File: src/common/engine_pkg.sv
`default_nettype none

package engine_pkg;

	// Data path geometry
	localparam int lanes  = 16;     // Parallel lanes, also the longest burst
	localparam int word_w = 16;
	localparam int addr_w = 30;     // DMA addresses count 16-bit elements
	localparam int cnt_w  = 5;      // Holds 0..16
	localparam int sum_w  = 24;     // Pooling sum headroom for 16 atoms
	localparam int shift_w = 3;     // Average shift 0..4

	// Operation codes
	localparam int op_w = 3;
	localparam logic [op_w-1:0] op_conv  = 3'd1;
	localparam logic [op_w-1:0] op_mpool = 3'd4;
	localparam logic [op_w-1:0] op_apool = 3'd5;

	// Controller states
	localparam int st_w = 3;
	localparam logic [st_w-1:0] st_idle   = 3'd0;
	localparam logic [st_w-1:0] st_fetch  = 3'd1;   // Bursts in flight
	localparam logic [st_w-1:0] st_load   = 3'd2;   // Lanes take one atom
	localparam logic [st_w-1:0] st_write  = 3'd3;   // Result burst out
	localparam logic [st_w-1:0] st_finish = 3'd4;

endpackage

`default_nettype wire

File: src/hw/cmac.sv
`default_nettype none

module cmac (
	input  wire                           clk,
	input  wire                           rst,
	input  wire                           clear,
	input  wire                           load,
	input  wire  [engine_pkg::word_w-1:0] data,
	input  wire  [engine_pkg::word_w-1:0] weight,
	output logic [engine_pkg::word_w-1:0] result
);

	logic signed [2*engine_pkg::word_w-1:0] prod;

	assign prod = $signed(data) * $signed(weight);

	// Accumulate wraps at 16 bits
	always_ff @(posedge clk or posedge rst) begin
		if (rst)
			result <= '0;
		else if (clear)
			result <= '0;
		else if (load)
			result <= result + prod[engine_pkg::word_w-1:0];
	end

endmodule

`default_nettype wire

File: config.mk
export PLATFORM = sky130hd
export DESIGN_NAME = cmac
export DESIGN_NICKNAME = d
export VERILOG_FILES = /design/src/common/engine_pkg.sv /design/src/hw/cmac.sv
export SDC_FILE = /design/constraint.sdc
export NUM_CORES = 1
export LEC_CHECK = 0
export BUFFER_PORTS_ARGS = -buffer_cell sky130_fd_sc_hd__buf_4
export CAP_MARGIN = 20
export CORE_AREA = 2 2 96 135
export CTS_BUF_LIST = sky130_fd_sc_hd__clkbuf_8
export CTS_CLUSTER_SIZE = 40
export DETAILED_ROUTE_END_ITERATION = 8
export DIE_AREA = 0 0 98 137
export HOLD_SLACK_MARGIN = 0.15
export PLACE_DENSITY_LB_ADDON = 0.25
export SLEW_MARGIN = 20
export SYNTH_ARGS = -nofsm -noshare
export SYNTH_HDL_FRONTEND = slang
export SYNTH_SLANG_ARGS = --single-unit
File: constraint.sdc
create_clock -name clk -period 8.4 [get_ports clk]
set_input_delay 1.26 -clock clk [delete_from_list [all_inputs] [get_ports clk]]
set_output_delay 1.26 -clock clk [all_outputs]
set_load 0.005 [all_outputs]
==> impl_results.md <==
- Switch Pwr: 1.304 mW
- Max-cap violations: 0
- Max Freq: 159.2 MHz
- Arr. time, crit path: 6.43 ns
- Layout cells sized above 1: 0.08869
- Worst-case clock buffer depth: 2
- Worst Setup Path Type: input port to flop
- Core area: 12190 um^2
- Count of port buffers added during placement: 51
- Slew @ Worst Pin: 0.6841 ns
- Max-slew violations: 0
- Clk pwr share: 0.029
- Via count: 3896
- CTS Buf Count: 3
- RSZ-0062 raised after global routing: false
- Crit. End Element: flop
- Yosys reg bits: 16
- Largest net degree at the start of global routing: 19
- Post-synth top area share: 0.3469
- Leakage power: 3.192 nW
- Layout area overhead: 10.42%
- Final worst-path cycle share: 0.7476
- Combinational share of power: 0.916
- Critical Path Start Type: input port
- GRT overflow: 0
- Starting Density: 0.4403
- Power per cell area: 424.2 nW/um^2
- Final Net Count: 850
- Seq/Total Area, Yosys: 0.07459
- First-pass GRT wire length: 20860 um
- Sequential share of power: 0.056
- Ys async rst share: 1.000
- Hold Path Class: flop to flop
- Internal Power: 1.210 mW
- Peak supply drop: 0.2974 mV
- DRC viols: 0
- Primary FF master, synth: dfrtp_1
- Top flop regs: result x16
- Synth unique cells: 34
- Final Wtd Congestion: 0.8642
- Clock Skew: 0.001799 ns
- Vias in the first global route: 4222
- Initial antenna violation count: 0
- Post-DRT Antenna Nets: 0
- Hold_buf cts: 0
- Setup bufs post-CTS: 0
- WP data required: 8.55 ns
- Drt first pass iters: 4
- # clock sinks: 16
- Cells after synthesis: 616
- Row cnt: 48
- CP max FO: 15
- Switching Share: 0.5187
- IO Count: 52
- Vias per cell: 4.846
- Outcome: finished, final reports clean
- Yosys warning count: 0
- H-tree Lvls: 1
- CTS clock-pin slew for the worst setup and hold paths: 0.07 ns
- GRT Total Usage: 0.1987
- Die height: 137 um
- Clock Tree Root: clkbuf_8
- Die ar.: 13430 um^2
- Antenna cells: 0
- DP HPWL: 10980 um
- Largest register FFs: 16
- Setup TNS: 0 ns
- Clock latency on the worst-skew pair: 0.26 ns
- Min cycle time layout: 6.280 ns
- Synthesized area: 5368 um^2
- Area contributors post-synth: fa_1 (35%), ha_1 (15%), inv_1 (12%)
- DRT Wirelength: 12680 um
- Final worst slack: 2.120 ns
- Endpoints failing hold: 0
- Final setup viols: 0
- CTS tree: yes
- Max transition margin: 0.5434
- Post-Syn Nets: 811
- Place WS: 1.744 ns
- Wire per inst: 15.77 um
- Number of gates resized after CTS: 0
- Initial drt markers: 80
- EDFF count, synth: 0
- Leading area contributor after synthesis: fa_1
- Syn avg cell area: 8.714 um^2
- DIE WIDTH: 98 um
- Biggest register: result
[metrics by stage]
stage	std cells	util	cell area [um^2]	hold slack (ns)	power [mW]
2_1_floorplan	616	-	5368	0.4963	1.887
3_3_place_gp	800	0.4816	5872	0.5429	2.368
3_5_place_dp	800	0.4816	5872	0.5544	2.451
4_1_cts	804	0.4861	5927	0.5714	2.556
5_1_grt	804	0.4861	5927	0.6269	2.824
6_report	804	0.4861	5927	0.5629	2.514
[path summary, 6_finish.rpt]
check                          start    endpoint  slack [ns]  cells after the start
hold / removal             result[0]   result[0]        0.56                      2
min in group asynchronous        rst  result[13]        1.10                      2
hold reg to reg            result[0]   result[0]        0.56                      2
setup / recovery           weight[1]  result[15]        2.12                     18
setup reg to reg           result[8]  result[15]        3.60                     16
max in group asynchronous        rst   result[0]        6.86                      2
[worst max-delay path: stages]
cell and delay, ns:
buf_4 0.17, and2_1 0.19, fa_1 0.53, inv_1 0.05, fa_1 0.52, inv_1 0.06, fa_1 0.49, fa_1 0.54
fa_1 0.51, inv_1 0.05, fa_1 0.48, inv_1 0.04, ha_1 0.36, and3_1 0.20, nand2_1 0.06, o21ai_0 0.44
xnor3_1 0.31, o21a_1 0.18
[power by group through the flow]
stage	Clock, mW	Combinational [mW]	Sequential (mW)
after floorplan	0	1.76	0.128
after global placement	0	2.23	0.141
after detailed placement	0	2.31	0.142
after CTS	0.0765	2.34	0.141
after global routing	0.0792	2.60	0.143
final	0.0724	2.30	0.140
[final cells by class]
cell class	instances	area [um^2]
multi-input cells	411	4255
repair buffers	51	382.9
inverters	172	645.6
clock buffers	4	55.05
fillers	1194	6265
flip-flops and latches	16	400.4
well taps	150	187.7
[per-layer routing]
metal,GRT usage,vias to the layer above,share of wire
met3,0.009193,20,0.016
met4,0.07870,0,0.035
li1,-,1874,-
met2,0.3687,53,0.54
met1,0.2416,1949,0.40
met5,0,-,0
[Yosys cell counts, types with 2 or more instances]
library cell  number
xnor2_1           33
clkbuf_2           2
xor2_1             6
mux2i_1            9
a21oi_1            6
o21ai_0            4
nor3_1             5
nor2_1            22
clkbuf_1          14
nand2b_1           2
nand2_1           57
a211oi_1           2
and2_1            82
a211o_1            2
dfrtp_1           16
a21o_1             3
fa_1              93
o21a_1             5
or3_1              2
ha_1              66
inv_1            172
[cell families after synthesis]
family          after synthesis  synth area share
buf+inv                     189            0.1326
simple gates                171            0.1613
compound gates               32           0.04616
fa+ha+maj                   159            0.5007
flops                        16           0.07459
xor+xnor                     40           0.06783
mux                           9           0.01678
[placed cells by master (no fill, tap or decap), drive strengths merged, types with 3 or more instances in the layout]
cell and instances:
buf 51, nand2 57, clkbuf 4, o21ai 5, a21o 3, xnor2 33
a21oi 7, nor3 5, ha 66, inv 172, dfrtp 16, nor2 22
fa 93, and2 82, o21a 5, mux2i 9, xor2 6
Power figures use the tool's default switching activity.
