$ cat src/common/engine_pkg.sv
`default_nettype none

package engine_pkg;

	// Data path geometry
	localparam int lanes  = 16;     // Parallel lanes, also the longest burst
	localparam int word_w = 16;
	localparam int addr_w = 30;     // DMA addresses count 16-bit elements
	localparam int cnt_w  = 5;      // Holds 0..16
	localparam int sum_w  = 24;     // Pooling sum headroom for 16 atoms
	localparam int shift_w = 3;     // Average shift 0..4

	// Operation codes
	localparam int op_w = 3;
	localparam logic [op_w-1:0] op_conv  = 3'd1;
	localparam logic [op_w-1:0] op_mpool = 3'd4;
	localparam logic [op_w-1:0] op_apool = 3'd5;

	// Controller states
	localparam int st_w = 3;
	localparam logic [st_w-1:0] st_idle   = 3'd0;
	localparam logic [st_w-1:0] st_fetch  = 3'd1;   // Bursts in flight
	localparam logic [st_w-1:0] st_load   = 3'd2;   // Lanes take one atom
	localparam logic [st_w-1:0] st_write  = 3'd3;   // Result burst out
	localparam logic [st_w-1:0] st_finish = 3'd4;

endpackage

`default_nettype wire

$ cat src/engine/burst_deser.sv
`default_nettype none

module burst_deser (
	input  wire                                           clk,
	input  wire                                           rst,
	input  wire                                           clear,
	input  wire  [engine_pkg::cnt_w-1:0]                  para,
	input  wire                                           ob_we,
	input  wire  [engine_pkg::word_w-1:0]                 ob_data,
	output logic                                          full,
	output logic [engine_pkg::lanes*engine_pkg::word_w-1:0] vec
);

	logic [engine_pkg::cnt_w-1:0] cnt;
	logic                         take;

	assign take = ob_we && !full;   // Extra words after a full burst are dropped

	always_ff @(posedge clk or posedge rst) begin
		if (rst) begin
			cnt  <= '0;
			full <= 1'b0;
		end else if (clear) begin
			cnt  <= '0;
			full <= 1'b0;
		end else if (take) begin
			cnt <= cnt + 1'b1;
			if (cnt + 1'b1 == para)
				full <= 1'b1;
		end
	end

	// Unwritten slots stay zero after clear
	always_ff @(posedge clk) begin
		for (int i = 0; i < engine_pkg::lanes; i++) begin
			if (clear)
				vec[i*engine_pkg::word_w +: engine_pkg::word_w] <= '0;
			else if (take && int'(cnt) == i)
				vec[i*engine_pkg::word_w +: engine_pkg::word_w] <= ob_data;
		end
	end

endmodule

`default_nettype wire

$ cat config.mk
export PLATFORM = sky130hd
export DESIGN_NAME = burst_deser
export DESIGN_NICKNAME = d
export VERILOG_FILES = /design/src/common/engine_pkg.sv /design/src/engine/burst_deser.sv
export SDC_FILE = /design/constraint.sdc
export NUM_CORES = 1
export LEC_CHECK = 0
export ABC_CLOCK_PERIOD_IN_PS = 2400
export BUFFER_PORTS_ARGS = -buffer_cell sky130_fd_sc_hd__buf_2
export CAP_MARGIN = 10
export CORE_MARGIN = 2
export CORE_UTILIZATION = 35
export CTS_BUF_LIST = sky130_fd_sc_hd__clkbuf_16
export CTS_CLUSTER_SIZE = 30
export DETAILED_ROUTE_END_ITERATION = 12
export SETUP_SLACK_MARGIN = 0.02
export SLEW_MARGIN = 20
export SYNTH_ARGS = -nofsm -noshare
export SYNTH_HDL_FRONTEND = slang
export SYNTH_SLANG_ARGS = --single-unit
export TNS_END_PERCENT = 1
$ cat constraint.sdc
create_clock -name clk -period 2.4 [get_ports clk]
set_input_delay 0.48 -clock clk [delete_from_list [all_inputs] [get_ports clk]]
set_output_delay 0.48 -clock clk [all_outputs]
set_load 0.03 [all_outputs]
==> impl_metrics.csv <==
group,metric,value,unit
global_routing,grt.total_usage,23.7,%
detailed_routing,wl_per_cell,20.9,um
setup_path,path_common_cell,"ha_1",
pwr,power_leakage,5.03,nW
setup_path,cp.buffers_inverters,0,
detailed_routing,ant_nets,0,
global_routing,grt_pass1_vias,9298,
place,io_buffers,281,
floorplan,initial_utilization,35.8,%
synth,synth_cells,1253,
cts,cts_root_buf,"clkbuf_16",
sta,slew_headroom,47.9,%
synth,synth_top_family_by_area,"compound AO/OA/AOI/OAI gates",
cts,clock_latency,0.54,ns
finish,final_nets,1457,
synth,ys.flop_type,"dfxtp_1",
synth,yosys_warnings,0,
cts,cts_setup_buffers,0,
synth,synthTopCellsByCount,"258 x a21oi_1, 256 x dfxtp_1, 241 x nand3_1",
cts,cts_buffer_depth,3,
place,dp_hpwl,22.2,mm
sta,final-hold-violation-count,0,
floorplan,ioPinCount,282,
global_routing,grt_max_degree,93,
synth,synth_edf_count,0,
run,cap_viol_max_count,0,
synth,yosys.area.top_type,"dfxtp_1",
synth,synthesis.area,10400,sq um
sta,fin_worst_skew,0.0118,ns
synth,synth-seq-cells,262,
sta,layout_min_cycle_time,2.10,ns
global_routing,gr-total-overflow,0,
global_routing,antenna_found_initial,1,
sta,fmax,0.477,GHz
place,place_congestion,0.752,
synth,synth_compound_area_share,24.3,%
finish,drive_gt1_share,25.5,%
cts,htreeDepth,1,
setup_path,required,2.85,ns
synth,synthTopCellsByArea,"dfxtp_1 49%, a21oi_1 12%, nand3_1 12%",
detailed_routing,drt_iter0_drc,1154,
detailed_routing,via_count,10100,
synth,yosys.area_share.simple,14.8,%
cts,cts_sinks,262,
synth,synthXorXnorAreaFrac,0.761,%
floorplan,core_area,28900,sq um
setup_path,critPathSlowestCell,"and3b_1",
floorplan,die_y,176,um
detailed_routing,remaining_drc_errors,0,
setup_path,endpoint_kind,"register",
synth,synth_seq_area_share,50.9,%
min_path,min_path_type,"in2reg",
sta,rsz0062_at_grt,"false",
synth,yosysMostFrequentCell,"a21oi_1",
min_path,min_path_cells,4,
synth,synthMuxAreaShare,0,%
setup_path,cp_top_family,"simple AND/OR/NAND/NOR gates",
setup_path,cpPeakStageDelay,0.61,ns
setup_path,worstSetupPathType,"reg2reg",
cts,cts_tree,"yes",
synth,syn-num-nets,1283,
synth,synthAdderAreaFrac,0.604,%
synth,async_flop_share,2.29,%
synth,synthDistinctLibCells,33,
setup_path,r2r_slack,0.30,ns
min_path,hold_start,"para[1]",
setup_path,path_cells,"ha_1, and3_1, ha_1, and3b_1, nand2_1, a21oi_1",
detailed_routing,drt_wl_total,38.3,mm
sta,holdWs,0.277,ns
setup_path,timing.rr.end,"vec[254]",
floorplan,rows,62,
finish,fillCellCount,2835,
sta,tns,0,ns
min_path,min_to,"full",
floorplan,fp.dieW,176,um
finish,final_core_util,44.0,%
sta,setup_viol_count_final,0,
setup_path,start_kind,"register",
outcome,status,"finished clean",
floorplan,die_area,31000,sq um
setup_path,cp_data_arrival_time,2.55,ns
global_routing,grt_first_pass_wirelength,57.8,mm
setup_path,r2r_cells,6,
finish,areaGrowthSynthToFinish,22.9,%
setup_path,worst-path-max-fanout,16,
synth,yosysTopAreaCellShare,49.5,%
cts,clkTransAtPathRegs,0.06,ns
sta,worst_pin_slew,0.782,ns
cts,cts-buffers-inserted,28,
sta,slew_violations,0,
setup_path,reg2reg_from,"cnt[0]",
pwr,power_density,759,nW/um^2
detailed_routing,viasPerCell,5.53,
detailed_routing,first_pass_iters,5,
pwr,ir_drop,0.000562,V
synth,syn-mean-instance-area,8.27,sq um
sta,period_share,87.4,%
-- state kept, by name (all words and copies together), names as in the netlist --
name  flops
full      1
vec     256
cnt       5
-- repair_timing --
| item | 4_1_cts | 5_1_grt |
|---|---|---|
| hold buffers | 1 | 0 |
| hold endpoints to repair | 6 | 0 |
| gates resized for setup | 0 | 0 |
| setup endpoints to repair | 0 | 0 |
-- cells in the final DEF (no fill, tap or decap), types with 2 or more instances in the layout --
cell type,count
dfxtp_1,256
nor2_1,3
nand3b_1,2
clkinv_1,6
nand2b_1,2
a21oi_1,258
ha_1,5
clkinv_2,9
dfrtp_1,6
clkbuf_16,29
nand2_1,35
buf_4,19
nand2_2,3
buf_2,280
nor4b_2,2
o21ai_1,86
xor2_1,4
o21ai_0,155
or4b_2,2
xnor2_1,5
and2_2,3
nand3_1,241
bufinv_16,4
inv_1,7
buf_12,12
-- final cells by class --
| cell class | instances | area [sq um] | share of cell area (%) |
|---|---|---|---|
| inverter | 4 | 15.0 | 0.118 |
| sequential | 262 | 5280 | 41.4 |
| antenna | 1 | 2.50 | 0.0197 |
| timing repair buffer | 313 | 1810 | 14.2 |
| clock buffer | 29 | 726 | 5.70 |
| multi-input combinational | 818 | 4220 | 33.1 |
| tap | 384 | 480 | 3.77 |
| clock inverter | 23 | 206 | 1.62 |
-- where the power goes --
part / leakage, nW / internal, mW / total [mW] / switching (mW)
sequential: 2.15 / 4.40 / 4.43 / 0.0309
clock: 0.475 / 2.61 / 4.42 / 1.81
combinational: 2.41 / 0.182 / 0.817 / 0.634
-- metrics by stage --
| step | instance area, sq um | total power [mW] | worst slack (ns) | cells |
|---|---|---|---|---|
| after floorplan | 10400 | 5.05 | 0.550 | 1253 |
| after global placement | 11800 | 5.33 | 0.346 | 1780 |
| after detailed placement | 11800 | 5.34 | 0.345 | 1780 |
| after CTS | 12700 | 9.74 | 0.306 | 1833 |
| after global routing | 12700 | 9.97 | 0.0881 | 1833 |
| final | 12700 | 9.66 | 0.303 | 1834 |
-- tightest hold or removal path, stage by stage --
cell and delay (ns):
buf_2 0.08, xnor2_1 0.05, nand4_1 0.09, o41ai_1 0.08
-- layer usage --
| metal | up-vias | share of wire [%] | global-route usage, % |
|---|---|---|---|
| met5 | - | 0 | 0 |
| met4 | 0 | 2.0 | 5.79 |
| met3 | 55 | 8.4 | 4.44 |
| met2 | 422 | 47 | 37.9 |
| met1 | 4896 | 43 | 32.9 |
| li1 | 4767 | - | - |
-- how the worst max path moves through the flow --
stage | startpoint | end | slack, ns | depth (start not counted)
final | cnt[0] | vec[254] | 0.30 | 6
after global routing | cnt[0] | vec[249] | 0.09 | 6
after CTS | cnt[0] | vec[254] | 0.31 | 6
after detailed placement | cnt[2] | vec[89] | 0.35 | 4
after global placement | cnt[4] | vec[143] | 0.35 | 4
after floorplan | cnt[0] | vec[245] | 0.55 | 8
-- kinds of logic after synthesis --
logic type | after synthesis
compound gates | 501
simple gates | 303
flops | 262
buf+inv | 173
xor+xnor | 9
fa+ha+maj | 5
Note: power is estimated with default switching activity, not from simulation.
