$ cat src/common/engine_pkg.sv
`default_nettype none

package engine_pkg;

	// Data path geometry
	localparam int lanes  = 16;     // Parallel lanes, also the longest burst
	localparam int word_w = 16;
	localparam int addr_w = 30;     // DMA addresses count 16-bit elements
	localparam int cnt_w  = 5;      // Holds 0..16
	localparam int sum_w  = 24;     // Pooling sum headroom for 16 atoms
	localparam int shift_w = 3;     // Average shift 0..4

	// Operation codes
	localparam int op_w = 3;
	localparam logic [op_w-1:0] op_conv  = 3'd1;
	localparam logic [op_w-1:0] op_mpool = 3'd4;
	localparam logic [op_w-1:0] op_apool = 3'd5;

	// Controller states
	localparam int st_w = 3;
	localparam logic [st_w-1:0] st_idle   = 3'd0;
	localparam logic [st_w-1:0] st_fetch  = 3'd1;   // Bursts in flight
	localparam logic [st_w-1:0] st_load   = 3'd2;   // Lanes take one atom
	localparam logic [st_w-1:0] st_write  = 3'd3;   // Result burst out
	localparam logic [st_w-1:0] st_finish = 3'd4;

endpackage

`default_nettype wire

$ cat src/engine/engine_ctrl.sv
`default_nettype none

module engine_ctrl (
	input  wire                               clk,
	input  wire                               rst,
	input  wire                               engine_valid,
	input  wire  [engine_pkg::op_w-1:0]       op_type,
	input  wire  [31:0]                       op_num,
	input  wire  [engine_pkg::addr_w-1:0]     data_start_addr,
	input  wire  [engine_pkg::addr_w-1:0]     weight_start_addr,
	input  wire  [engine_pkg::addr_w-1:0]     result_start_addr,
	input  wire  [7:0]                        i_kernel,
	input  wire  [7:0]                        i_channel,
	output logic                              engine_ready,
	output logic                              p2_reads_en,
	output logic                              p3_reads_en,
	output logic                              p0_writes_en,
	output logic [engine_pkg::addr_w-1:0]     p0_addr,
	output logic [engine_pkg::addr_w-1:0]     p2_addr,
	output logic [engine_pkg::addr_w-1:0]     p3_addr,
	input  wire                               d_full,
	input  wire                               w_full,
	output logic                              deser_clear,
	output logic [engine_pkg::cnt_w-1:0]      para,
	output logic                              lane_load,
	output logic                              lane_clear,
	output logic                              wb_start,
	input  wire                               wb_done,
	output logic [engine_pkg::shift_w-1:0]    avg_shift
);

	logic [engine_pkg::st_w-1:0]    state;
	logic [engine_pkg::st_w-1:0]    state_nxt;
	logic [engine_pkg::op_w-1:0]    op_r;
	logic [31:0]                    num_r;
	logic [31:0]                    point_cnt;
	logic [7:0]                     kern_r;
	logic [7:0]                     atom_cnt;
	logic [engine_pkg::addr_w-1:0]  d_ptr;
	logic [engine_pkg::addr_w-1:0]  w_ptr;
	logic [engine_pkg::addr_w-1:0]  r_ptr;
	logic [engine_pkg::addr_w-1:0]  wbase_r;
	logic [engine_pkg::addr_w-1:0]  para_step;
	logic [engine_pkg::cnt_w-1:0]   para_cmd;
	logic [engine_pkg::shift_w-1:0] shift_cmd;
	logic                           cmd_take;
	logic                           is_conv;
	logic                           fetch_ok;
	logic                           fetch_go;
	logic                           last_atom;
	logic                           last_point;

	// New command only when idle or done
	assign cmd_take   = engine_valid && (state == engine_pkg::st_idle ||
	                                     state == engine_pkg::st_finish);
	assign is_conv    = (op_r == engine_pkg::op_conv);
	assign fetch_ok   = d_full && (w_full || !is_conv);   // Pooling needs no weights
	assign last_atom  = (atom_cnt + 8'd1 == kern_r);
	assign last_point = (point_cnt + 32'd1 == num_r);
	assign para_step  = {{(engine_pkg::addr_w - engine_pkg::cnt_w){1'b0}}, para};

	// Channel count capped at the lane count
	assign para_cmd = (i_channel > engine_pkg::lanes) ?
	                  engine_pkg::cnt_w'(engine_pkg::lanes) :
	                  i_channel[engine_pkg::cnt_w-1:0];

	always_comb begin
		case (i_kernel)
			8'd2:    shift_cmd = 3'd1;
			8'd4:    shift_cmd = 3'd2;
			8'd8:    shift_cmd = 3'd3;
			8'd16:   shift_cmd = 3'd4;
			default: shift_cmd = 3'd0;
		endcase
	end

	always_comb begin
		state_nxt = state;
		case (state)
			engine_pkg::st_idle,
			engine_pkg::st_finish: if (cmd_take) state_nxt = engine_pkg::st_fetch;
			engine_pkg::st_fetch:  if (fetch_ok) state_nxt = engine_pkg::st_load;
			engine_pkg::st_load:   state_nxt = last_atom ? engine_pkg::st_write :
			                                               engine_pkg::st_fetch;
			engine_pkg::st_write: begin
				if (wb_done)
					state_nxt = last_point ? engine_pkg::st_finish : engine_pkg::st_fetch;
			end
			default: state_nxt = engine_pkg::st_idle;
		endcase
	end

	// Every entry into fetch starts a fresh atom
	assign fetch_go    = (state != engine_pkg::st_fetch) && (state_nxt == engine_pkg::st_fetch);
	assign deser_clear = fetch_go;
	assign lane_clear  = fetch_go && (state != engine_pkg::st_load);  // First atom of a point
	assign lane_load   = (state == engine_pkg::st_load);

	// Enables drop once the burst is complete
	assign p2_reads_en  = (state == engine_pkg::st_fetch) && !d_full;
	assign p3_reads_en  = (state == engine_pkg::st_fetch) && is_conv && !w_full;
	assign p0_writes_en = (state == engine_pkg::st_write);

	assign p2_addr = d_ptr;
	assign p3_addr = w_ptr;
	assign p0_addr = r_ptr;

	always_ff @(posedge clk or posedge rst) begin
		if (rst) begin
			state        <= engine_pkg::st_idle;
			engine_ready <= 1'b0;
			wb_start     <= 1'b0;
			op_r         <= '0;
			num_r        <= '0;
			kern_r       <= '0;
			para         <= '0;
			avg_shift    <= '0;
			wbase_r      <= '0;
			d_ptr        <= '0;
			w_ptr        <= '0;
			r_ptr        <= '0;
			atom_cnt     <= '0;
			point_cnt    <= '0;
		end else begin
			state    <= state_nxt;
			wb_start <= (state == engine_pkg::st_load) && last_atom;  // Lanes settled by now
			if (cmd_take) begin
				op_r         <= op_type;
				num_r        <= op_num;
				kern_r       <= i_kernel;
				para         <= para_cmd;
				avg_shift    <= shift_cmd;
				wbase_r      <= weight_start_addr;
				d_ptr        <= data_start_addr;
				w_ptr        <= weight_start_addr;
				r_ptr        <= result_start_addr;
				atom_cnt     <= '0;
				point_cnt    <= '0;
				engine_ready <= 1'b0;
			end
			if (state == engine_pkg::st_load) begin
				d_ptr <= d_ptr + para_step;  // Atoms of all points are contiguous
				if (last_atom) begin
					atom_cnt <= '0;
					w_ptr    <= wbase_r;       // Same kernel for the next point
				end else begin
					atom_cnt <= atom_cnt + 8'd1;
					w_ptr    <= w_ptr + para_step;
				end
			end
			if (state == engine_pkg::st_write && wb_done) begin
				point_cnt <= point_cnt + 32'd1;
				r_ptr     <= r_ptr + para_step;
				if (last_point)
					engine_ready <= 1'b1;
			end
		end
	end

endmodule

`default_nettype wire

$ cat config.mk
export PLATFORM = sky130hd
export DESIGN_NAME = engine_ctrl
export DESIGN_NICKNAME = d
export VERILOG_FILES = /design/src/common/engine_pkg.sv /design/src/engine/engine_ctrl.sv
export SDC_FILE = /design/constraint.sdc
export NUM_CORES = 1
export LEC_CHECK = 0
export BUFFER_PORTS_ARGS = -buffer_cell sky130_fd_sc_hd__buf_4
export CORE_ASPECT_RATIO = 1.4
export CORE_MARGIN = 2
export CORE_UTILIZATION = 55
export DETAILED_ROUTE_END_ITERATION = 8
export PLACE_DENSITY_LB_ADDON = 0.15
export SKIP_CTS_REPAIR_TIMING = 1
export SYNTH_ARGS = -nofsm -noshare
export SYNTH_HDL_FRONTEND = slang
export SYNTH_SLANG_ARGS = --single-unit
$ cat constraint.sdc
create_clock -name clk -period 17.36 [get_ports clk]
set_input_delay 1.736 -clock clk [delete_from_list [all_inputs] [get_ports clk]]
set_output_delay 1.736 -clock clk [all_outputs]
set_load 0.005 [all_outputs]
==> out/qor.yml <==
max_freq_mhz: 169
place_area_um2: 14500
htreeDepth: 1
synth_cell_types: 77
clock_skew_ns: 0.0123
cp-start-kind: "register"
clockBufferDepth: 3
critical_path_class: "reg2out"
min_path_type: "reg2reg"
synth.cell_area_um2: 12500
vias: 11880
min_path_cells: 2
critPathMaxStageDelay_ns: 0.66
cp.arrival_ns: 4.18
min_period_ns: 5.92
netSwitchingPower_w: 0.000998
syn_nets: 1645
cts_root_buf: "clkbuf_16"
seqPwrFrac_pct: 36.8
fin_area_um2: 15400
crit_path_cell_trace: "ha_1 -> nand4_1 -> or3_1 -> or3_4 -> nor4_4 -> xnor2_1 -> nand4_1 -> nor4b_4 -> o211ai_1 -> buf_4"
synthFlopType: "dfrtp_1"
antenna_left: 0
p_sw_share_pct: 39.6
die_h_um: 182
comb_power_share_pct: 41.3
worst_pin_slew_ns: 1.19
track_usage_pct: 31.2
die-area_um2: 23900
gr-total-overflow: 0
drive_above_1_share_pct: 19.6
power_frac_clock_pct: 21.9
synth_cells: 1478
drv_cap: 0
tns_ns: 0
fin_crit_sh_pct: 34.1
crit_path_frequent_cell: "nand4_1"
relSlewSlack_pct: 20.2
wirelength_mm: 38.0
worst_path_max_delay_cell: "or3_1"
cp_num_cells: 10
pre_cts_ws_ns: 12.03
syn_avg_cell_area_um2: 8.45
yosysMostFrequentCell: "nand2_1"
status: "finished clean"
num_antenna_cells: 0
finalMaxSlewViolations: 0
ff2ff_setup_slack_ns: 13.52
grt_pass1_wl_mm: 61.0
yosys_warnings: 0
synth-seq-cells: 216
final_nets: 1850
first_pass_iters: 5
gp_congestion: 0.934
core_area_um2: 22400
setup_slack_ns: 11.44
path_buf_inv: 1
grt_setup_unrepaired: "no"
hold_viol: 0
timing.hold.ws_ns: 0.472
powerDensity_nw_per_um2: 164
io_pins: 253
p_leak_nw: 7.26
viasPerCell: 5.94
setup_viol: 0
clk_latency_ns: 0.52
hpwlAfterDp_mm: 26.3
portBuffers: 252
grt_antenna_before_repair: 0
cts_made_buffers: 24
synthTopCellsByArea: "dfrtp_1 (43%), nand2_1 (11%), o21ai_0 (4.4%)"
synth_top_cell_by_area: "dfrtp_1"
die_width_um: 131
path_clk_slew_ns: 0.06
num_rows: 65
yosys.area.top_type_share_pct: 43.3
wl_per_cell_um: 19.0
power.internal_w: 0.00152
drt_iter0_drc: 914
crit_required_ns: 15.62
grt_max_degree: 119
initial_core_util_pct: 55.6
synth-edff-count: 0
reg2reg_depth: 9
power_w: 0.00252
cp_max_fo: 11
async_flop_share_pct: 100
synthTopCellsByCount: "nand2_1 (355), dfrtp_1 (216), o21ai_0 (110)"
route.detailed.drc: 0
endpoint_kind: "output pin"
seq_area_frac_synth_pct: 43.3
cp_top_family: "simple AND/OR/NAND/NOR gates"
cts_tree: "yes"
cts.sinks: 216
grt_pass1_vias: 11594
ir_drop_uv: 113
area_growth_syn_to_layout_pct: 23.1
cell families after synthesis:
| group | after synthesis | synth area share [%] |
|---|---|---|
| compound gates | 319 | 16.4 |
| xor+xnor | 80 | 5.94 |
| fa+ha+maj | 20 | 2.18 |
| buf+inv | 116 | 3.63 |
| flops | 216 | 43.3 |
| mux | 26 | 2.09 |
| simple gates | 701 | 26.5 |
state kept, by name, indices dropped and copies added, names as in the netlist, 5 cells and up:
name       count
atom_cnt       8
p0_addr       30
p3_addr       30
para           5
kern_r         8
wbase_r       30
p2_addr       30
num_r         32
point_cnt     32
cell type report:
cell class	count	area, µm²
tap	301	377
inverter	33	131
clock buffer	33	706
fill	1906	7070
sequential	216	5410
multi-input combinational	1146	6650
timing repair buffer	262	1970
clock inverter	8	146
final timing paths:
path	to	startpoint
max	deser_clear	point_cnt[0]
min	wbase_r[14]	wbase_r[14]
max reg2reg	state[0]	point_cnt[0]
min reg2reg	wbase_r[14]	wbase_r[14]
max in group asynchronous	num_r[27]	rst
min in group asynchronous	p3_addr[6]	rst
layout by cell type, fill, tap and decap left out, types with 5 or more instances in the layout:
| cell type | synthesis | routed |
|---|---|---|
| dfrtp_1 | 216 | 216 |
| a211oi_1 | 11 | 11 |
| or4_1 | 5 | 5 |
| a21o_1 | 9 | 9 |
| nand3_1 | 37 | 37 |
| o21ai_0 | 110 | 110 |
| xnor2_1 | 51 | 51 |
| o211ai_1 | 10 | 10 |
| nand4_1 | 30 | 30 |
| and4_1 | 12 | 12 |
| o31ai_1 | 15 | 15 |
| a311oi_1 | 12 | 12 |
| a22o_1 | 5 | 5 |
| xor2_1 | 26 | 26 |
| clkbuf_16 | 0 | 25 |
| a221o_1 | 7 | 7 |
| nor3_1 | 30 | 30 |
| clkbuf_8 | 0 | 5 |
| buf_4 | 1 | 262 |
| nor4_1 | 20 | 20 |
| nor2b_1 | 11 | 11 |
| and2_1 | 13 | 12 |
| nand2_1 | 355 | 352 |
| ha_1 | 17 | 17 |
| inv_1 | 33 | 31 |
| nand2b_1 | 7 | 7 |
| a31oi_1 | 10 | 10 |
| o22ai_1 | 9 | 9 |
| mux2i_1 | 25 | 25 |
| nor2_1 | 104 | 104 |
| or3_1 | 5 | 5 |
| a22oi_1 | 5 | 5 |
| and3_1 | 47 | 47 |
| a21oi_1 | 68 | 68 |
stage by stage:
stage                     utilization [%]  std cells
after floorplan                         -       1478
after global placement               64.7       1958
after detailed placement             64.7       1958
after CTS                            68.5       1999
after global routing                 68.5       1999
final                                68.5       1999
metal layers:
metal | track usage, % | up-vias | wire length [µm]
li1 | - | 5618 | -
met1 | 38.6 | 5778 | 15100
met2 | 55.3 | 393 | 19400
met3 | 4.36 | 91 | 2020
met4 | 12.2 | 0 | 1580
met5 | 0 | - | 0
worst min-delay path, cell delays in order (launching register included):
cell     delay (ns)
dfrtp_1        0.34
nand2_1        0.05
nand2_1        0.05
power groups by stage:
stage	logic (W)	registers, W	clock network (W)
after detailed placement	0.00104	0.000927	0
final	0.00104	0.000926	0.000553
after floorplan	0.000658	0.000869	0
after global placement	0.00101	0.000923	0
after global routing	0.00115	0.000954	0.000579
after CTS	0.00104	0.000921	0.000560
Power figures use the tool's default switching activity.
