File: config.mk
export PLATFORM = sky130hd
export DESIGN_NAME = pool_lane
export DESIGN_NICKNAME = d
export VERILOG_FILES = /design/src/common/engine_pkg.sv /design/src/hw/pool_lane.sv
export SDC_FILE = /design/constraint.sdc
export NUM_CORES = 1
export LEC_CHECK = 0
export ABC_AREA = 1
export BUFFER_PORTS_ARGS = -buffer_cell sky130_fd_sc_hd__buf_2
export CAP_MARGIN = 20
export CELL_PAD_IN_SITES_DETAIL_PLACEMENT = 1
export CELL_PAD_IN_SITES_GLOBAL_PLACEMENT = 1
export CORE_MARGIN = 3
export CORE_UTILIZATION = 41
export DETAILED_ROUTE_END_ITERATION = 8
export GPL_TIMING_DRIVEN = 0
export PLACE_DENSITY = 0.8
export SLEW_MARGIN = 30
export SYNTH_ARGS = -nofsm -noshare
export SYNTH_HDL_FRONTEND = slang
export SYNTH_SLANG_ARGS = --single-unit
File: constraint.sdc
create_clock -name clk -period 2.3 [get_ports clk]
set_input_delay 0.23 -clock clk [delete_from_list [all_inputs] [get_ports clk]]
set_output_delay 0.23 -clock clk [all_outputs]
set_load 0.005 [all_outputs]
File: src/common/engine_pkg.sv
`default_nettype none

package engine_pkg;

	// Data path geometry
	localparam int lanes  = 16;     // Parallel lanes, also the longest burst
	localparam int word_w = 16;
	localparam int addr_w = 30;     // DMA addresses count 16-bit elements
	localparam int cnt_w  = 5;      // Holds 0..16
	localparam int sum_w  = 24;     // Pooling sum headroom for 16 atoms
	localparam int shift_w = 3;     // Average shift 0..4

	// Operation codes
	localparam int op_w = 3;
	localparam logic [op_w-1:0] op_conv  = 3'd1;
	localparam logic [op_w-1:0] op_mpool = 3'd4;
	localparam logic [op_w-1:0] op_apool = 3'd5;

	// Controller states
	localparam int st_w = 3;
	localparam logic [st_w-1:0] st_idle   = 3'd0;
	localparam logic [st_w-1:0] st_fetch  = 3'd1;   // Bursts in flight
	localparam logic [st_w-1:0] st_load   = 3'd2;   // Lanes take one atom
	localparam logic [st_w-1:0] st_write  = 3'd3;   // Result burst out
	localparam logic [st_w-1:0] st_finish = 3'd4;

endpackage

`default_nettype wire

File: src/hw/pool_lane.sv
`default_nettype none

module pool_lane (
	input  wire                            clk,
	input  wire                            rst,
	input  wire                            clear,
	input  wire                            load,
	input  wire  [engine_pkg::word_w-1:0]  data,
	input  wire  [engine_pkg::shift_w-1:0] shift,
	output logic [engine_pkg::word_w-1:0]  max_result,
	output logic [engine_pkg::word_w-1:0]  avg_result
);

	logic signed [engine_pkg::word_w-1:0] max_r;
	logic signed [engine_pkg::sum_w-1:0]  sum_r;
	logic signed [engine_pkg::sum_w-1:0]  sum_shr;
	logic signed [engine_pkg::sum_w-1:0]  data_ext;
	logic                                 first;

	assign data_ext   = {{(engine_pkg::sum_w - engine_pkg::word_w){data[engine_pkg::word_w-1]}},
	                     data};
	assign sum_shr    = sum_r >>> shift;    // Divide by a power-of-two kernel
	assign avg_result = sum_shr[engine_pkg::word_w-1:0];
	assign max_result = max_r;

	always_ff @(posedge clk or posedge rst) begin
		if (rst) begin
			max_r <= '0;
			sum_r <= '0;
			first <= 1'b1;
		end else if (clear) begin
			sum_r <= '0;
			first <= 1'b1;
		end else if (load) begin
			// First atom seeds the maximum
			if (first || $signed(data) > max_r)
				max_r <= data;
			sum_r <= sum_r + data_ext;
			first <= 1'b0;
		end
	end

endmodule

`default_nettype wire

==> flow_results.xml, run 1 <==
<?xml version="1.0" encoding="UTF-8"?>
<metrics>
  <group name="synthesis">
    <metric name="synth_simple_gate_area_share" unit="%">29.7</metric>
    <metric name="netlist.top_cell.by_area" unit="">sky130_fd_sc_hd__dfrtp_1</metric>
    <metric name="syn-mean-instance-area" unit="um^2">6.43</metric>
    <metric name="netlist_top_cells_count" unit="">172 x sky130_fd_sc_hd__nand2_1, 79 x sky130_fd_sc_hd__inv_1, 79 x sky130_fd_sc_hd__o21ai_0</metric>
    <metric name="post_synth_edffs" unit="">0</metric>
    <metric name="adder_cell_fraction_of_synth_area" unit="%">13.0</metric>
    <metric name="share_of_the_synthesized_area_in_compound_gates_ao_oa_aoi_oai" unit="%">19.6</metric>
    <metric name="synth_top_family_by_area" unit="">simple AND/OR/NAND/NOR gates</metric>
    <metric name="synth.top_cell.area_share" unit="%">25.6</metric>
    <metric name="portion_of_netlist_area_occupied_by_mux_cells" unit="%">1.57</metric>
    <metric name="ys.warnings.count" unit="">0</metric>
    <metric name="synth_instances" unit="">593</metric>
    <metric name="post_synthesis_cell_type_count" unit="">34</metric>
    <metric name="postSynth.asyncResetShare" unit="%">100</metric>
    <metric name="synthesized_cell_area" unit="um^2">3810</metric>
    <metric name="synthMostInstantiatedCell" unit="">sky130_fd_sc_hd__nand2_1</metric>
    <metric name="synth_seq_cells" unit="">40</metric>
    <metric name="leading_post_synthesis_cells_by_cell_area" unit="">sky130_fd_sc_hd__dfrtp_1 26%, sky130_fd_sc_hd__nand2_1 17%, sky130_fd_sc_hd__ha_1 12%, sky130_fd_sc_hd__o21ai_0 10%, sky130_fd_sc_hd__inv_1 7.8%</metric>
    <metric name="synth-main-ff-cell" unit="">sky130_fd_sc_hd__dfrtp_1</metric>
    <metric name="synth_sequential_area_ratio" unit="%">26.3</metric>
    <metric name="post_synth_xor_area_fraction" unit="%">0.230</metric>
    <metric name="synthesis.nets" unit="">655</metric>
  </group>
  <group name="floorplanning">
    <metric name="floorplan.initialDensity" unit="%">42.9</metric>
    <metric name="die_area" unit="um^2">10500</metric>
    <metric name="io-pin-count" unit="">55</metric>
    <metric name="core.rowCount" unit="">34</metric>
    <metric name="floorplan.die.height" unit="um">102</metric>
    <metric name="core_area" unit="um^2">8890</metric>
    <metric name="dieWidth" unit="um">102</metric>
  </group>
  <group name="sta">
    <metric name="period_share" unit="%">95.5</metric>
    <metric name="worst_pin_slew" unit="ps">712</metric>
    <metric name="fmax" unit="MHz">455</metric>
    <metric name="min_period" unit="ps">2200</metric>
    <metric name="finalHoldViolCount" unit="">0</metric>
    <metric name="rsz0062_at_grt" unit="">no</metric>
    <metric name="finClkSkew" unit="ps">8.98</metric>
    <metric name="slew_headroom" unit="%">52.4</metric>
    <metric name="drv_slew" unit="">0</metric>
    <metric name="setup_viol_count_final" unit="">0</metric>
    <metric name="fin_tns_setup" unit="ps">0</metric>
  </group>
  <group name="power">
    <metric name="p_sw_share" unit="%">42.8</metric>
    <metric name="power_density_normalized_to_cell_area" unit="nW/um^2">654</metric>
    <metric name="pwr-share-seq" unit="%">32.3</metric>
    <metric name="net-switching-power" unit="mW">1.24</metric>
    <metric name="clock_power_share" unit="%">22.5</metric>
    <metric name="cellInternalPower" unit="mW">1.65</metric>
    <metric name="ir_drop" unit="V">0.000290</metric>
    <metric name="power.leakage" unit="nW">2.40</metric>
    <metric name="power.share.combinational" unit="%">45.2</metric>
  </group>
  <group name="critical_path">
    <metric name="endpoint" unit="">sum_r[9]</metric>
    <metric name="crit_fanout" unit="">5</metric>
    <metric name="regToRegSetupSlack" unit="ps">100</metric>
    <metric name="largest_stage_delay_on_the_critical_path" unit="ps">420</metric>
    <metric name="setup.worst_path.class" unit="">reg2reg</metric>
    <metric name="startpoint" unit="">sum_r[2]</metric>
    <metric name="worstReg2RegStart" unit="">sum_r[2]</metric>
    <metric name="regToRegEndpoint" unit="">sum_r[9]</metric>
    <metric name="critical_path_arrival" unit="ps">2370</metric>
    <metric name="worst_ep_required_time" unit="ps">2480</metric>
    <metric name="crit_slowest_cell" unit="">sky130_fd_sc_hd__dfrtp_1</metric>
    <metric name="timing.critical_path.cells" unit="">ha_1 &gt; nand2_1 &gt; nand3_1 &gt; a21boi_2 &gt; inv_1 &gt; a21o_1 &gt; o21ai_1 &gt; o21ai_0</metric>
    <metric name="worstSetupStartpointType" unit="">flop</metric>
    <metric name="reg2reg_depth" unit="">8</metric>
    <metric name="kind_of_end_point_of_the_critical_path" unit="">flop</metric>
  </group>
  <group name="status">
    <metric name="status" unit="">finished, final reports clean</metric>
  </group>
  <group name="grt">
    <metric name="grt_pass1_wl" unit="um">21300</metric>
    <metric name="number_of_global_route_vias_before_repair" unit="">4303</metric>
    <metric name="grt_max_degree" unit="">23</metric>
    <metric name="number_of_antenna_violations_at_the_first_check_in_global_routing" unit="">0</metric>
    <metric name="grt_util_all_layers" unit="%">25.8</metric>
    <metric name="grt.overflow.total" unit="">0</metric>
  </group>
  <group name="detailed_routing">
    <metric name="postRouteAntennaNets" unit="">0</metric>
    <metric name="route.vias.total" unit="">4218</metric>
    <metric name="iter_0_drt_violations" unit="">124</metric>
    <metric name="routed_length_per_placed_instance" unit="um">16.8</metric>
    <metric name="post-route-drc-count" unit="">0</metric>
    <metric name="wirelength" unit="um">12900</metric>
    <metric name="routed_via_density" unit="">5.50</metric>
    <metric name="drt_first_pass_iters" unit="">4</metric>
  </group>
  <group name="clock_network">
    <metric name="tritoncts" unit="">done</metric>
    <metric name="cts_made_buffers" unit="">5</metric>
    <metric name="clk_pin_slew_worst_paths" unit="ps">90</metric>
    <metric name="cts_root_buffer" unit="">sky130_fd_sc_hd__clkbuf_8</metric>
    <metric name="cts_htree_levels" unit="">2</metric>
    <metric name="clk_path_buf_depth" unit="">2</metric>
    <metric name="clock_latency_late_sink" unit="ps">310</metric>
    <metric name="cts_sinks" unit="">40</metric>
  </group>
  <group name="flow_run">
    <metric name="cap_viol_max_count" unit="">0</metric>
  </group>
  <group name="placement">
    <metric name="buffer_ports.inserted" unit="">52</metric>
    <metric name="placed_cells" unit="">754</metric>
    <metric name="detailedPlacementHpwl" unit="um">10600</metric>
    <metric name="gp_routability_congestion" unit="">0.895</metric>
  </group>
  <group name="finish">
    <metric name="multi_input_area" unit="um^2">2460</metric>
    <metric name="final_net_count" unit="">720</metric>
    <metric name="post_layout_nonfiller_instances" unit="">767</metric>
    <metric name="seq_area" unit="um^2">1000</metric>
    <metric name="diodes" unit="">0</metric>
    <metric name="ratio_of_cells_with_drive_above_1_in_the_final_layout" unit="%">12.6</metric>
    <metric name="filler_cells" unit="">1239</metric>
    <metric name="flow.area_growth_from_synthesis" unit="%">15.9</metric>
  </group>
  <group name="worst_hold_path">
    <metric name="worst_hold_path_type" unit="">in2reg</metric>
    <metric name="hold_critical_path_depth" unit="">2</metric>
  </group>
</metrics>
==> what timing repair did <==
| action | CTS | global route |
|---|---|---|
| endpoints found under the hold margin | 21 | 0 |
| hold buffers | 1 | 0 |
| buffers inserted | 1 | 3 |
| resized for setup | 2 | 9 |
| setup endpoints to repair | 3 | 21 |
| pin swaps | 0 | 1 |
==> cells in the final DEF, fill, tap and decap left out, drive strengths merged, types with 9 or more instances in the layout <==
cell,synthesis,final
nand3,46,46
nand2,175,175
nor2,36,36
buf,5,62
clkbuf,11,17
o22ai,9,9
a21oi,36,36
inv,79,79
o21ai,84,84
ha,38,38
dfrtp,39,39
==> registers in the layout, indices dropped and copies added (netlist names) <==
register	count
first	1
sum_r	23
max_result	16
==> metrics by stage <==
stage / util, % / instance area, um^2 / setup WS [ps] / hold slack [ps] / total power, mW
2_1_floorplan: - / 3810 / 378 / 305 / 1.75
3_3_place_gp: 47.3 / 4210 / 68.3 / 415 / 2.12
3_5_place_dp: 47.6 / 4240 / 0.0309 / 306 / 2.20
4_1_cts: 49.2 / 4380 / 15.6 / 101 / 2.86
5_1_grt: 49.7 / 4420 / 6.47 / 95.0 / 3.13
6_report: 49.7 / 4420 / 104 / 105 / 2.89
==> routing by layer <==
layer  share of wire [%]  wire length, um  track usage (%)
met5                   0                0                0
met4                 1.8              233             6.16
met3                 4.2              536             4.23
met2                  47             6060             43.3
met1                  47             6080             34.7
==> critical path: cells and delay by family (launching register included) <==
family / cells / cell delay (ps)
AND/OR/NAND/NOR: 2 / 290
flip-flops: 1 / 420
AO/OA/AOI/OAI: 4 / 880
adder cells (fa/ha/maj): 1 / 370
buffers and inverters: 1 / 110
==> area by class of cell <==
| class | instances | area share [%] |
|---|---|---|
| well taps | 108 | 3.06 |
| flip-flops and latches | 40 | 22.7 |
| plain buffers | 16 | 1.64 |
| repair buffers | 58 | 7.42 |
| clock buffers | 6 | 1.87 |
| inverters | 79 | 6.71 |
| clock inverters | 2 | 0.877 |
| multi-input cells | 458 | 55.8 |
==> cells by family after synthesis <==
logic type | count (synthesis)
AND/OR/NAND/NOR | 272
AO/OA/AOI/OAI | 140
buffers and inverters | 95
flip-flops | 40
adder cells (fa/ha/maj) | 39
multiplexers | 6
XOR/XNOR | 1
==> how the worst min path moves through the flow <==
| stage | start | end | slack [ps] |
|---|---|---|---|
| final | load | first | 110 |
| after global placement | load | first | 420 |
| after CTS | load | first | 100 |
| after floorplan | load | first | 310 |
| after global routing | load | first | 90 |
| after detailed placement | rst | max_result[2] | 310 |
==> power by group through the flow <==
stage          sequential, mW  clock (mW)  combinational, mW
6_report                0.934       0.650               1.31
5_1_grt                 0.950       0.693               1.49
4_1_cts                 0.932       0.658               1.27
3_5_place_dp            0.944           0               1.25
3_3_place_gp            0.937           0               1.19
2_1_floorplan           0.915           0              0.836
No activity file was read; power rests on OpenSTA's default activity.
==> run 2, diff against run 1 <==
--- a/config.mk
+++ b/config.mk
@@ -11,10 +11,10 @@
 export CELL_PAD_IN_SITES_DETAIL_PLACEMENT = 1
 export CELL_PAD_IN_SITES_GLOBAL_PLACEMENT = 1
 export CORE_MARGIN = 3
-export CORE_UTILIZATION = 41
+export CORE_UTILIZATION = 37
 export DETAILED_ROUTE_END_ITERATION = 8
 export GPL_TIMING_DRIVEN = 0
-export PLACE_DENSITY = 0.8
+export PLACE_DENSITY = 0.76
 export SLEW_MARGIN = 30
 export SYNTH_ARGS = -nofsm -noshare
 export SYNTH_HDL_FRONTEND = slang
==> constraint.sdc (replaced) <==
create_clock -name clk -period 1.9 [get_ports clk]
set_input_delay 0.19 -clock clk [delete_from_list [all_inputs] [get_ports clk]]
set_output_delay 0.19 -clock clk [all_outputs]
set_load 0.005 [all_outputs]
==> flow_results.xml, run 2 (same netlist as run 1, synthesis figures left out) <==
<?xml version="1.0" encoding="UTF-8"?>
<metrics>
  <group name="status">
    <metric name="status" unit="">complete, but fails checks</metric>
    <metric name="failed_checks" unit="">setup timing</metric>
  </group>
  <group name="sta">
    <metric name="final_critical_path_setup_slack" unit="ps">-151</metric>
    <metric name="finalHoldViolCount" unit="">0</metric>
    <metric name="rsz0062_at_grt" unit="">yes</metric>
    <metric name="drv_slew" unit="">0</metric>
    <metric name="worst_pin_slew" unit="ps">677</metric>
    <metric name="fmax" unit="MHz">488</metric>
    <metric name="setup_viol_count_final" unit="">28</metric>
    <metric name="min_period" unit="ps">2050</metric>
    <metric name="finClkSkew" unit="ps">12.1</metric>
    <metric name="period_share" unit="%">108</metric>
    <metric name="slew_headroom" unit="%">54.7</metric>
  </group>
  <group name="finish">
    <metric name="utilization" unit="%">52.3</metric>
    <metric name="diodes" unit="">0</metric>
    <metric name="largest_register" unit="">sum_r</metric>
    <metric name="flip_flop_count_of_the_largest_register_all_copies_and_words_added" unit="">23</metric>
    <metric name="most-common-layout-cells" unit="">138 x sky130_fd_sc_hd__nand2_1, 67 x sky130_fd_sc_hd__inv_1, 59 x sky130_fd_sc_hd__o21ai_0</metric>
    <metric name="filler_cells" unit="">1295</metric>
    <metric name="final_common_cell" unit="">sky130_fd_sc_hd__nand2_1</metric>
    <metric name="multi_input_area" unit="um^2">3020</metric>
    <metric name="seq_area" unit="um^2">1010</metric>
    <metric name="flow.area_growth_from_synthesis" unit="%">36.0</metric>
    <metric name="ratio_of_cells_with_drive_above_1_in_the_final_layout" unit="%">31.0</metric>
    <metric name="final_net_count" unit="">745</metric>
  </group>
  <group name="power">
    <metric name="power.leakage" unit="nW">2.54</metric>
    <metric name="ir_drop" unit="V">0.000497</metric>
    <metric name="total_power" unit="mW">3.91</metric>
    <metric name="power_density_normalized_to_cell_area" unit="nW/um^2">754</metric>
  </group>
  <group name="critical_path">
    <metric name="kind_of_end_point_of_the_critical_path" unit="">flop</metric>
    <metric name="crit_slowest_cell" unit="">sky130_fd_sc_hd__dfrtp_1</metric>
    <metric name="critical_path_arrival" unit="ps">2250</metric>
    <metric name="timing.critical_path.mode_cell" unit="">sky130_fd_sc_hd__nand2_1</metric>
    <metric name="largest_stage_delay_on_the_critical_path" unit="ps">370</metric>
    <metric name="worst_ep_required_time" unit="ps">2100</metric>
    <metric name="timing.critical_path.cells" unit="">inv_1 &gt; ha_4 &gt; nand2_4 &gt; nor2_4 &gt; nand3_2 &gt; nand3_2 &gt; nand2_2 &gt; nand2_1 &gt; nand2_1 &gt; nand2_1 &gt; nand2_2 &gt; nand2_4 &gt; nand2_8 &gt; buf_6 &gt; nand2_2 &gt; nand2_1</metric>
    <metric name="worstSetupStartpointType" unit="">flop</metric>
    <metric name="reg2reg_depth" unit="">16</metric>
    <metric name="crit_fanout" unit="">5</metric>
    <metric name="setup.worst_path.class" unit="">reg2reg</metric>
  </group>
  <group name="clock_network">
    <metric name="clk_pin_slew_worst_paths" unit="ps">90</metric>
    <metric name="clock_latency_late_sink" unit="ps">310</metric>
    <metric name="tritoncts" unit="">done</metric>
    <metric name="cts_sinks" unit="">40</metric>
    <metric name="cts_made_buffers" unit="">5</metric>
    <metric name="cts_htree_levels" unit="">2</metric>
    <metric name="clk_path_buf_depth" unit="">2</metric>
    <metric name="cts_root_buffer" unit="">sky130_fd_sc_hd__clkbuf_8</metric>
  </group>
  <group name="grt">
    <metric name="gr-usage-met2" unit="%">42.4</metric>
    <metric name="number_of_global_route_vias_before_repair" unit="">4468</metric>
    <metric name="grt.overflow.total" unit="">0</metric>
    <metric name="grt_most_used_layer" unit="">met2</metric>
    <metric name="number_of_antenna_violations_at_the_first_check_in_global_routing" unit="">0</metric>
    <metric name="grt_util_all_layers" unit="%">24.4</metric>
    <metric name="grt_max_degree" unit="">23</metric>
    <metric name="grt_util_met3" unit="%">3.30</metric>
    <metric name="grt_pass1_wl" unit="um">22400</metric>
    <metric name="grtUsageMet1" unit="%">32.2</metric>
  </group>
  <group name="detailed_routing">
    <metric name="route.vias.total" unit="">4437</metric>
    <metric name="iter_0_drt_violations" unit="">157</metric>
    <metric name="postRouteAntennaNets" unit="">0</metric>
    <metric name="post-route-drc-count" unit="">0</metric>
    <metric name="drt_first_pass_iters" unit="">5</metric>
    <metric name="routed_via_density" unit="">5.44</metric>
    <metric name="routed_length_per_placed_instance" unit="um">18.1</metric>
    <metric name="wirelength" unit="um">14800</metric>
  </group>
  <group name="flow_run">
    <metric name="cap_viol_max_count" unit="">0</metric>
  </group>
  <group name="floorplanning">
    <metric name="floorplan.initialDensity" unit="%">38.5</metric>
    <metric name="core_area" unit="um^2">9910</metric>
    <metric name="io-pin-count" unit="">55</metric>
    <metric name="die_area" unit="um^2">11600</metric>
    <metric name="core.rowCount" unit="">36</metric>
    <metric name="dieWidth" unit="um">108</metric>
    <metric name="floorplan.die.height" unit="um">108</metric>
  </group>
  <group name="placement">
    <metric name="gp_routability_congestion" unit="">0.898</metric>
    <metric name="placement.setup.worst_slack" unit="ps">-297</metric>
    <metric name="buffer_ports.inserted" unit="">52</metric>
    <metric name="detailedPlacementHpwl" unit="um">10400</metric>
  </group>
  <group name="worst_hold_path">
    <metric name="worst_hold_path_type" unit="">in2reg</metric>
    <metric name="hold_critical_path_depth" unit="">2</metric>
  </group>
</metrics>
==> run 2: changes by cell type in the layout (fill, tap and decap cells not counted), sizes merged <==
cell	before	now
buf	62	87
bufinv	1	0
clkbuf	17	16
clkinvlp	0	1
==> run 2: layout make-up <==
| class | count | share of cell area [%] |
|---|---|---|
| clock buffer | 5 | 1.33 |
| sequential | 40 | 19.4 |
| multi-input combinational | 458 | 58.2 |
| timing repair buffer | 83 | 10.3 |
| clock inverter | 2 | 0.241 |
| inverter | 79 | 5.72 |
| buffer | 16 | 1.54 |
| tap | 133 | 3.21 |
==> run 2: repair_timing <==
action	CTS	global route
endpoints found under the setup margin	32	41
hold endpoints to repair	18	0
pin swaps	13	24
gates resized for setup	62	89
buffers inserted	19	10
cloned	1	0
hold buffers	1	0
==> run 2: layer usage <==
metal | vias to the layer above | wire length, um
met3 | 22 | 569
met5 | - | 0
met2 | 114 | 7310
met1 | 2161 | 6670
li1 | 2140 | -
met4 | 0 | 240
==> run 2: worst paths after layout <==
kind / startpoint / end / slack, ps
max: max_result[6] / max_result[14] / -150
min: load / first / 70
max reg2reg: max_result[6] / max_result[14] / -150
min reg2reg: max_result[12] / max_result[12] / 520
max in group asynchronous: rst / first / 890
min in group asynchronous: rst / max_result[1] / 430
==> run 2: critical path: cells and delay by family (launching register included) <==
family | cells | cell delay, ps
AND/OR/NAND/NOR | 13 | 1090
buffers and inverters | 2 | 230
flip-flops | 1 | 370
adder cells (fa/ha/maj) | 1 | 280
==> run 2: report_power, final <==
group,switching [mW],internal [mW],total [mW]
clock,0.349,0.250,0.599
combinational,1.25,0.908,2.16
sequential,0.158,0.994,1.15
==> run 2: stage by stage <==
stage | setup TNS [ps] | hold WS (ps) | cell area [um^2] | std cells
floorplan | 0 | 265 | 3810 | 593
global placement | -5000 | 377 | 4240 | 778
detailed placement | -6430 | 243 | 4270 | 779
CTS | -1980 | 63.2 | 4770 | 807
global route | -5970 | 101 | 5180 | 816
finish | -2260 | 69.5 | 5180 | 816
